**src/rv_pkg.sv**
```systemverilog
`default_nettype none

package rv_pkg;

    typedef logic [31:0] word_t;
    typedef logic [4:0]  reg_idx_t;

    typedef enum logic [3:0] {
        alu_add = 4'd0,
        alu_sub = 4'd1,
        alu_and = 4'd2,
        alu_or  = 4'd3,
        alu_slt = 4'd4
    } alu_op_t;

    // write-back value select
    typedef enum logic [1:0] {
        res_alu = 2'd0,
        res_mem = 2'd1,
        res_pc4 = 2'd2
    } result_src_t;

    typedef enum logic [1:0] {
        fwd_none = 2'd0,
        fwd_wb   = 2'd1,
        fwd_mem  = 2'd2
    } fwd_sel_t;

    // rv32i major opcodes kept by this core
    typedef enum logic [6:0] {
        op_r      = 7'b0110011,
        op_i      = 7'b0010011,
        op_load   = 7'b0000011,
        op_store  = 7'b0100011,
        op_branch = 7'b1100011,
        op_jal    = 7'b1101111
    } opcode_t;

endpackage

`default_nettype wire

```
**src/hazard_unit.sv**
```systemverilog
`timescale 1ns/1ps
`default_nettype none

module hazard_unit (
    input  logic             clk,
    input  logic             rst,
    input  rv_pkg::reg_idx_t rs1_d,
    input  rv_pkg::reg_idx_t rs2_d,
    input  rv_pkg::reg_idx_t rs1_e,
    input  rv_pkg::reg_idx_t rs2_e,
    input  rv_pkg::reg_idx_t rd_e,
    input  rv_pkg::reg_idx_t rd_m,
    input  rv_pkg::reg_idx_t rd_w,
    input  logic             load_e,
    input  logic             pc_src_e,
    input  logic             reg_write_m,
    input  logic             reg_write_w,
    input  logic             mem_access_m,
    input  logic             cache_data_valid,
    output logic             stall_f,
    output logic             stall_d,
    output logic             stall_e,
    output logic             stall_m,
    output logic             stall_w,
    output logic             flush_d,
    output logic             flush_e,
    output rv_pkg::fwd_sel_t fwd_a,
    output rv_pkg::fwd_sel_t fwd_b
);
    import rv_pkg::*;

    logic mem_wait;
    logic load_use;

    // data memory has not answered yet
    assign mem_wait = mem_access_m & ~cache_data_valid;
    assign load_use = load_e && (rd_e != '0) && ((rd_e == rs1_d) || (rd_e == rs2_d));

    assign stall_f = load_use | mem_wait;
    assign stall_d = load_use | mem_wait;
    assign stall_e = mem_wait;
    assign stall_m = mem_wait;
    assign stall_w = mem_wait;

    // a held branch redirects only once the wait is over
    assign flush_d = pc_src_e & ~mem_wait;
    assign flush_e = (pc_src_e | load_use) & ~mem_wait;

    // newest producer wins
    assign fwd_a = (reg_write_m && rd_m != '0 && rd_m == rs1_e) ? fwd_mem :
                   (reg_write_w && rd_w != '0 && rd_w == rs1_e) ? fwd_wb : fwd_none;
    assign fwd_b = (reg_write_m && rd_m != '0 && rd_m == rs2_e) ? fwd_mem :
                   (reg_write_w && rd_w != '0 && rd_w == rs2_e) ? fwd_wb : fwd_none;

    // execute keeps its instruction through a memory wait
    a_no_flush_in_wait: assert property (@(posedge clk) disable iff (rst)
        mem_wait |=> $stable(rd_e) && $stable(load_e));

    // the load-use bubble clears the hazard after one cycle
    a_load_use_once: assert property (@(posedge clk) disable iff (rst)
        load_use && !mem_wait |=> !load_use);

endmodule

`default_nettype wire

```
**src/instr_decode.sv**
```systemverilog
`timescale 1ns/1ps
`default_nettype none

module instr_decode (
    input  logic                clk,
    input  logic                rst,
    input  rv_pkg::word_t       instr_d,
    output rv_pkg::reg_idx_t    rs1_d,
    output rv_pkg::reg_idx_t    rs2_d,
    output rv_pkg::reg_idx_t    rd_d,
    output rv_pkg::word_t       rd1,
    output rv_pkg::word_t       rd2,
    output rv_pkg::word_t       imm,
    output rv_pkg::alu_op_t     alu_op,
    output logic                alu_src_imm,
    output rv_pkg::result_src_t result_src,
    output logic                reg_write,
    output logic                mem_write,
    output logic                branch,
    output logic                branch_ne,
    output logic                jump,
    input  logic                reg_write_w,
    input  rv_pkg::reg_idx_t    rd_w,
    input  rv_pkg::word_t       result_w
);
    import rv_pkg::*;

    opcode_t    opcode;
    logic [2:0] funct3;
    word_t      regs [32];

    assign opcode = opcode_t'(instr_d[6:0]);
    assign funct3 = instr_d[14:12];
    assign rs1_d  = instr_d[19:15];
    assign rs2_d  = instr_d[24:20];
    assign rd_d   = instr_d[11:7];

    always_comb begin
        alu_op      = alu_add;
        alu_src_imm = 1'b0;
        result_src  = res_alu;
        reg_write   = 1'b0;
        mem_write   = 1'b0;
        branch      = 1'b0;
        branch_ne   = 1'b0;
        jump        = 1'b0;
        imm         = '0;
        case (opcode)
            op_r, op_i: begin
                reg_write   = 1'b1;
                alu_src_imm = (opcode == op_i);
                imm         = {{20{instr_d[31]}}, instr_d[31:20]};
                case (funct3)
                    3'b111:  alu_op = alu_and;
                    3'b110:  alu_op = alu_or;
                    3'b010:  alu_op = alu_slt;
                    // funct7 bit 5 only means sub for register ops
                    default: alu_op = (opcode == op_r && instr_d[30]) ? alu_sub : alu_add;
                endcase
            end
            op_load: begin
                reg_write   = 1'b1;
                alu_src_imm = 1'b1;
                result_src  = res_mem;
                imm         = {{20{instr_d[31]}}, instr_d[31:20]};
            end
            op_store: begin
                mem_write   = 1'b1;
                alu_src_imm = 1'b1;
                imm         = {{20{instr_d[31]}}, instr_d[31:25], instr_d[11:7]};
            end
            op_branch: begin
                branch    = 1'b1;
                branch_ne = funct3[0];
                alu_op    = alu_sub;
                imm       = {{20{instr_d[31]}}, instr_d[7], instr_d[30:25],
                             instr_d[11:8], 1'b0};
            end
            op_jal: begin
                jump       = 1'b1;
                reg_write  = 1'b1;
                result_src = res_pc4;
                imm        = {{12{instr_d[31]}}, instr_d[19:12], instr_d[20],
                              instr_d[30:21], 1'b0};
            end
            // anything else is a bubble
            default: ;
        endcase
    end

    always_ff @(posedge clk) begin
        if (rst) begin
            for (int i = 0; i < 32; i++) begin
                regs[i] <= '0;
            end
        end else if (reg_write_w && rd_w != '0) begin
            regs[rd_w] <= result_w;
        end
    end

    // write-back value wins over the array in the same cycle
    assign rd1 = (rs1_d == '0) ? '0 :
                 (reg_write_w && rd_w == rs1_d) ? result_w : regs[rs1_d];
    assign rd2 = (rs2_d == '0) ? '0 :
                 (reg_write_w && rd_w == rs2_d) ? result_w : regs[rs2_d];

endmodule

`default_nettype wire

```
**src/exec_stage.sv**
```systemverilog
`timescale 1ns/1ps
`default_nettype none

module exec_stage (
    input  rv_pkg::word_t    rd1_e,
    input  rv_pkg::word_t    rd2_e,
    input  rv_pkg::word_t    imm_e,
    input  rv_pkg::word_t    pc_e,
    input  rv_pkg::alu_op_t  alu_op_e,
    input  logic             alu_src_imm_e,
    input  logic             branch_e,
    input  logic             branch_ne_e,
    input  logic             jump_e,
    input  rv_pkg::fwd_sel_t fwd_a,
    input  rv_pkg::fwd_sel_t fwd_b,
    input  rv_pkg::word_t    alu_result_m,
    input  rv_pkg::word_t    result_w,
    output rv_pkg::word_t    alu_result_e,
    output rv_pkg::word_t    write_data_e,
    output rv_pkg::word_t    pc_target_e,
    output logic             pc_src_e
);
    import rv_pkg::*;

    word_t src_a;
    word_t src_b;
    logic  equal;

    always_comb begin
        case (fwd_a)
            fwd_mem: src_a = alu_result_m;
            fwd_wb:  src_a = result_w;
            default: src_a = rd1_e;
        endcase
        case (fwd_b)
            fwd_mem: write_data_e = alu_result_m;
            fwd_wb:  write_data_e = result_w;
            default: write_data_e = rd2_e;
        endcase
    end

    assign src_b = alu_src_imm_e ? imm_e : write_data_e;

    always_comb begin
        case (alu_op_e)
            alu_sub: alu_result_e = src_a - src_b;
            alu_and: alu_result_e = src_a & src_b;
            alu_or:  alu_result_e = src_a | src_b;
            alu_slt: alu_result_e = {31'b0, $signed(src_a) < $signed(src_b)};
            default: alu_result_e = src_a + src_b;
        endcase
    end

    // beq and bne compare the two register operands
    assign equal       = (src_a == write_data_e);
    assign pc_src_e    = (branch_e & (equal ^ branch_ne_e)) | jump_e;
    assign pc_target_e = pc_e + imm_e;

    // a redirect lands on a word boundary
    always_comb begin
        a_target_aligned: assert final (pc_src_e !== 1'b1 || pc_target_e[1:0] == 2'b00)
            else $error("redirect to a target that is not word aligned");
    end

endmodule

`default_nettype wire

```
**src/riscv_pipeline.sv**
```systemverilog
`timescale 1ns/1ps
`default_nettype none

module riscv_pipeline #(
    parameter rv_pkg::word_t reset_pc = 32'h0000_0000
) (
    input  logic          clk,
    input  logic          rst,
    input  rv_pkg::word_t instr,
    output rv_pkg::word_t pc,
    output logic          en_instr_mem,
    input  rv_pkg::word_t read_data,
    input  logic          cache_data_valid,
    output logic          data_we,
    output rv_pkg::word_t data_addr,
    output rv_pkg::word_t din
);
    import rv_pkg::*;

    word_t       pc_plus4_f, instr_d, pc_d, pc_plus4_d;
    reg_idx_t    rs1_d, rs2_d, rd_d;
    word_t       rd1, rd2, imm;
    alu_op_t     alu_op;
    result_src_t result_src;
    logic        alu_src_imm, reg_write, mem_write, branch, branch_ne, jump;

    word_t       rd1_e, rd2_e, imm_e, pc_e, pc_plus4_e;
    reg_idx_t    rs1_e, rs2_e, rd_e;
    alu_op_t     alu_op_e;
    result_src_t result_src_e;
    logic        alu_src_imm_e, reg_write_e, mem_write_e, branch_e, branch_ne_e, jump_e;
    word_t       alu_result_e, write_data_e, pc_target_e;
    logic        pc_src_e, load_e;

    word_t       alu_result_m, write_data_m, pc_plus4_m, fwd_value_m;
    reg_idx_t    rd_m;
    result_src_t result_src_m;
    logic        reg_write_m, mem_write_m, mem_access_m;

    word_t       alu_result_w, read_data_w, pc_plus4_w, result_w;
    reg_idx_t    rd_w;
    result_src_t result_src_w;
    logic        reg_write_w;

    logic        stall_f, stall_d, stall_e, stall_m, stall_w, flush_d, flush_e;
    fwd_sel_t    fwd_a, fwd_b;

    // fetch
    assign pc_plus4_f   = pc + 32'd4;
    assign en_instr_mem = ~stall_d;

    always_ff @(posedge clk) begin
        if (rst) begin
            pc <= reset_pc;
        end else if (!stall_f) begin
            pc <= pc_src_e ? pc_target_e : pc_plus4_f;
        end
    end

    // fetch to decode, all-zero instr decodes as a bubble
    always_ff @(posedge clk) begin
        if (rst || flush_d) begin
            instr_d <= '0;
        end else if (!stall_d) begin
            instr_d <= instr;
        end
    end

    always_ff @(posedge clk) begin
        if (!stall_d) begin
            pc_d       <= pc;
            pc_plus4_d <= pc_plus4_f;
        end
    end

    instr_decode instr_decode_inst (.*);

    // decode to execute
    always_ff @(posedge clk) begin
        if (rst || flush_e) begin
            reg_write_e   <= 1'b0;
            mem_write_e   <= 1'b0;
            result_src_e  <= res_alu;
            branch_e      <= 1'b0;
            branch_ne_e   <= 1'b0;
            jump_e        <= 1'b0;
            alu_op_e      <= alu_add;
            alu_src_imm_e <= 1'b0;
            rd_e          <= '0;
        end else if (!stall_e) begin
            reg_write_e   <= reg_write;
            mem_write_e   <= mem_write;
            result_src_e  <= result_src;
            branch_e      <= branch;
            branch_ne_e   <= branch_ne;
            jump_e        <= jump;
            alu_op_e      <= alu_op;
            alu_src_imm_e <= alu_src_imm;
            rd_e          <= rd_d;
        end
    end

    always_ff @(posedge clk) begin
        if (!stall_e) begin
            rd1_e      <= rd1;
            rd2_e      <= rd2;
            imm_e      <= imm;
            pc_e       <= pc_d;
            pc_plus4_e <= pc_plus4_d;
            rs1_e      <= rs1_d;
            rs2_e      <= rs2_d;
        end
    end

    assign load_e = (result_src_e == res_mem);

    // a jal in memory forwards its link address
    assign fwd_value_m = (result_src_m == res_pc4) ? pc_plus4_m : alu_result_m;

    exec_stage exec_stage_inst (.*, .alu_result_m(fwd_value_m));

    // execute to memory
    always_ff @(posedge clk) begin
        if (rst) begin
            reg_write_m  <= 1'b0;
            mem_write_m  <= 1'b0;
            result_src_m <= res_alu;
        end else if (!stall_m) begin
            reg_write_m  <= reg_write_e;
            mem_write_m  <= mem_write_e;
            result_src_m <= result_src_e;
        end
    end

    always_ff @(posedge clk) begin
        if (!stall_m) begin
            alu_result_m <= alu_result_e;
            write_data_m <= write_data_e;
            pc_plus4_m   <= pc_plus4_e;
            rd_m         <= rd_e;
        end
    end

    // held steady by stall_m while the memory waits
    assign data_we      = mem_write_m;
    assign data_addr    = alu_result_m;
    assign din          = write_data_m;
    assign mem_access_m = (result_src_m == res_mem) | mem_write_m;

    // memory to write-back
    always_ff @(posedge clk) begin
        if (rst) begin
            reg_write_w  <= 1'b0;
            result_src_w <= res_alu;
        end else if (!stall_w) begin
            reg_write_w  <= reg_write_m;
            result_src_w <= result_src_m;
        end
    end

    always_ff @(posedge clk) begin
        if (!stall_w) begin
            alu_result_w <= alu_result_m;
            read_data_w  <= read_data;
            pc_plus4_w   <= pc_plus4_m;
            rd_w         <= rd_m;
        end
    end

    always_comb begin
        case (result_src_w)
            res_mem: result_w = read_data_w;
            res_pc4: result_w = pc_plus4_w;
            default: result_w = alu_result_w;
        endcase
    end

    hazard_unit hazard_unit_inst (.*);

endmodule

`default_nettype wire

```
**config.mk**
```make
export PLATFORM = sky130hd
export DESIGN_NAME = riscv_pipeline
export DESIGN_NICKNAME = d
export VERILOG_FILES = /design/src/rv_pkg.sv /design/src/hazard_unit.sv /design/src/instr_decode.sv /design/src/exec_stage.sv /design/src/riscv_pipeline.sv
export SDC_FILE = /design/constraint.sdc
export NUM_CORES = 2
export LEC_CHECK = 0
export BUFFER_PORTS_ARGS = -buffer_cell sky130_fd_sc_hd__buf_2
export CORE_MARGIN = 4
export CORE_UTILIZATION = 68
export DETAILED_ROUTE_END_ITERATION = 8
export PLACE_DENSITY = 0.85
export SKIP_CTS_REPAIR_TIMING = 1
export SLEW_MARGIN = 20
export SYNTH_ARGS = -nofsm -noshare
export SYNTH_HDL_FRONTEND = slang
export SYNTH_SLANG_ARGS = --single-unit
```
**constraint.sdc**
```tcl
create_clock -name clk -period 27.7 [get_ports clk]
set_clock_uncertainty 0.15 [all_clocks]
set_input_delay 2.77 -clock clk [delete_from_list [all_inputs] [get_ports clk]]
set_output_delay 2.77 -clock clk [all_outputs]
set_load 0.01 [all_outputs]
```
==> metrics.yaml <==
die:
  fp.dieArea_um2: 123500
  dieWidth_um: 351.5
  num_rows: 125
  start_util: 0.6876
  ioPinCount: 165
  core-area_um2: 116700
  die_h_um: 351.5
finish:
  layout-drive-gt1-share: 0.2187
  design_area_um2: 87520
  nNetsFinal: 6117
  syn2layout_area_growth_pct: 9.099
routing:
  dr.pass1.iters: 9
  wl_mm: 279.9
  drc: 9
  drt_first_iter_violations: 12024
  wl_per_cell_um: 36.99
  viasPerCell: 7.861
  vias: 59494
  ant_nets: 0
pwr:
  sw_frac_of_total: 0.3047
  p_leak_nw: 32.50
  internal-power_mw: 4.198
  powerDensity_nw_per_um2: 68.99
  seqPwrFrac: 0.464
  clkPwrFrac: 0.348
  p_sw_mw: 1.840
  combPwrFrac: 0.187
  vdd_ir_drop_max_v: 0.00006892
placed_design:
  port_buffers: 164
  globalplace.congestion: 0.9824
  post-dp-hpwl_mm: 160.8
  place_area_um2: 82570
logic_synthesis:
  syn_area_um2: 80220
  netlist_top_cells_area: "edfxtp_1 (54%), mux4_2 (18%), nor2_1 (5.4%)"
  seq_area_frac_synth: 0.5649
  synth_top_cell_by_area: "edfxtp_1"
  syn_avg_cell_area_um2: 13.56
  yosys_warnings: 0
  syn_inst: 5914
  yosysTopAreaCellShare: 0.5409
  async_reset_ff_frac: 0
  synth-seq-cells: 1541
  yosys.cell_types.count: 92
  synth-edff-count: 1445
  synth-main-ff-cell: "edfxtp_1"
global_route:
  grt_usage: 0.4569
  antenna_found_initial: 14
  grt_pass1_wl_mm: 401.5
  grt_remaining_overflow: 0
  grt_start_max_net_pins: 174
  grt_pass1_vias: 59709
setup_path:
  crit_slowest_cell: "nand2_1"
  path_common_cell: "buf_2"
  critical_path.top_delay_family: "buffers and inverters"
  cp-start-kind: "input port"
  worstPathCellList: "buf_2 -> o21ba_2 -> inv_8 -> nand2_1 -> buf_4 -> inv_4 -> buf_2"
  crit_fanout: 130
  path_buf_inv: 5
  path_class: "in -> out"
  crit_arrival_ns: 5.66
  required_ns: 24.78
  cpPeakStageDelay_ns: 0.69
  critPathCaptureType: "primary output"
run_status:
  violations: "DRC"
  status: "finished with violations"
clock_network:
  cts_tree: "yes"
  clkTransAtPathRegs_ns: 0.06
  cts_htree_levels: 4
  clk_path_buf_depth: 3
  root_buffer: "clkbuf_16"
  cts-buffers-inserted: 156
  insertion_delay_ns: 0.81
  cts.sinks: 1541
job:
  cap_violations: 0
timing:
  setup_viol_count_final: 0
  worst_slew_pin_slew_ns: 1.222
  fmax_mhz: 116.6
  final.setup.tns_ns: 0
  slew-limit-headroom: 0.1752
  rsz0062_at_grt: "false"
  slew_violations: 0
  fin_crit_ns: 8.576
  period_share: 0.3096
  hold_viol_final: 0
worst_hold_path:
  worstHoldPathType: "reg -> reg"
==> cell families (layout without fill, tap and decap cells) <==
kind of cell	Yosys count	in the layout	share of synthesized area
XOR/XNOR	162	162	0.01769
AO/OA/AOI/OAI	873	873	0.07419
other	1	37	0.00004675
flip-flops	1541	1541	0.5649
buffers and inverters	665	759	0.03254
adder cells (fa/ha/maj)	133	133	0.02102
AND/OR/NAND/NOR	1764	1764	0.09262
multiplexers	775	775	0.1970
==> cells in the final DEF (no fill, tap or decap), drive strengths merged, types with 98 or more instances in the layout <==
cell	n
a21oi	191
inv	151
nand2	263
edfxtp	1445
mux2i	105
nor2	1157
ha	130
a211oi	140
mux4	640
xnor2	98
o21ai	158
clkbuf	203
buf	330
==> worst reg2reg max path: stages, from the launching register on <==
cell	delay (ns)
dfxtp_1	0.37
inv_1	0.07
ha_2	0.33
buf_4	0.31
clkinv_1	0.31
buf_4	0.35
o21ai_2	0.21
buf_4	0.42
nor3_1	0.13
a21oi_1	0.29
mux2i_1	0.17
mux2i_1	0.25
inv_1	0.09
ha_1	0.23
inv_1	0.09
fa_1	0.23
nor2b_1	0.06
o21ai_0	0.23
a21oi_1	0.20
o311ai_0	0.58
a21oi_1	0.19
o2111a_1	0.31
o31ai_1	0.54
o21ai_0	0.32
a31oi_1	0.28
a21oi_1	0.11
nand3_1	0.12
o211ai_1	0.10
==> through the flow <==
stage          setup slack, ns  hold slack (ns)  utilization  instances  power (mW)
2_1_floorplan            12.72           0.2503            -       5945       3.478
6_report                 19.12           0.2669       0.7501       7568       6.038
5_1_grt                  18.93           0.2692       0.7500       7563       6.159
4_1_cts                  19.15           0.2669       0.7498       7562       5.954
3_5_place_dp             19.16           0.2545       0.7077       7282       3.893
3_3_place_gp             19.21           0.2511       0.7077       7282       3.862
==> worst paths after layout <==
kind,from,end,slack (ns),cells after the start
worst max-delay path,cache_data_valid,en_instr_mem,19.12,7
worst min-delay path,pc_plus4_d[9],pc_plus4_e[9],0.27,0
worst max register to register,result_src_w[0],data_addr[30],20.40,27
worst min register to register,pc_plus4_d[9],pc_plus4_e[9],0.27,0
==> synth_stat cells, drive strengths merged, types with 37 or more instances <==
cell	count
dfxtp	96
buf	108
inv	147
xor2	64
a211oi	140
xnor2	98
nand2	263
ha	130
o22ai	37
edfxtp	1445
nor2b	84
nand3	44
o21ai	158
a21o	51
clkbuf	409
mux2i	105
a21oi	191
nor2	1157
nor3	59
mux4	640
==> area by class of cell <==
cell class,instances,area [um^2]
Antenna cell,5,12.51
Clock buffer,202,4250
Clock inverter,78,663.1
Fill cell,6498,29150
Inverter,148,565.5
Multi-Input combinational cell,3739,32650
Sequential cell,1541,45350
Tap cell,1524,1907
Timing Repair Buffer,331,2127
==> sequential cells by signal, indices dropped and copies added, names as in the netlist, 21 cells and up, named ones only <==
register and flops:
pc_plus4_m 32, pc_e 32, instr_d 32, din 32
pc_plus4_e 30, data_addr 32, alu_result_w 32, read_data_w 32
pc_d 32, rd2_e 32, pc_plus4_w 32, pc_plus4_d 30
rd1_e 32, pc 32, imm_e 21, instr_decode_inst.regs 1024
==> power by group through the flow <==
stage               registers (mW)  logic (mW)  clock network, mW
global placement              2.83        1.04                  0
floorplan                     2.78       0.694                  0
finish                        2.80        1.13               2.10
global route                  2.81        1.16               2.19
CTS                           2.80        1.07               2.08
detailed placement            2.84        1.06                  0
==> metal layers <==
layer / share of wire / track usage / vias to the layer above
met5: 0.00029 / 0 / -
met4: 0.088 / 0.2999 / 6
met3: 0.18 / 0.1822 / 1895
met2: 0.43 / 0.6588 / 6692
met1: 0.30 / 0.5796 / 28295
li1: - / - / 22606
(Power assumes the default switching activity.)
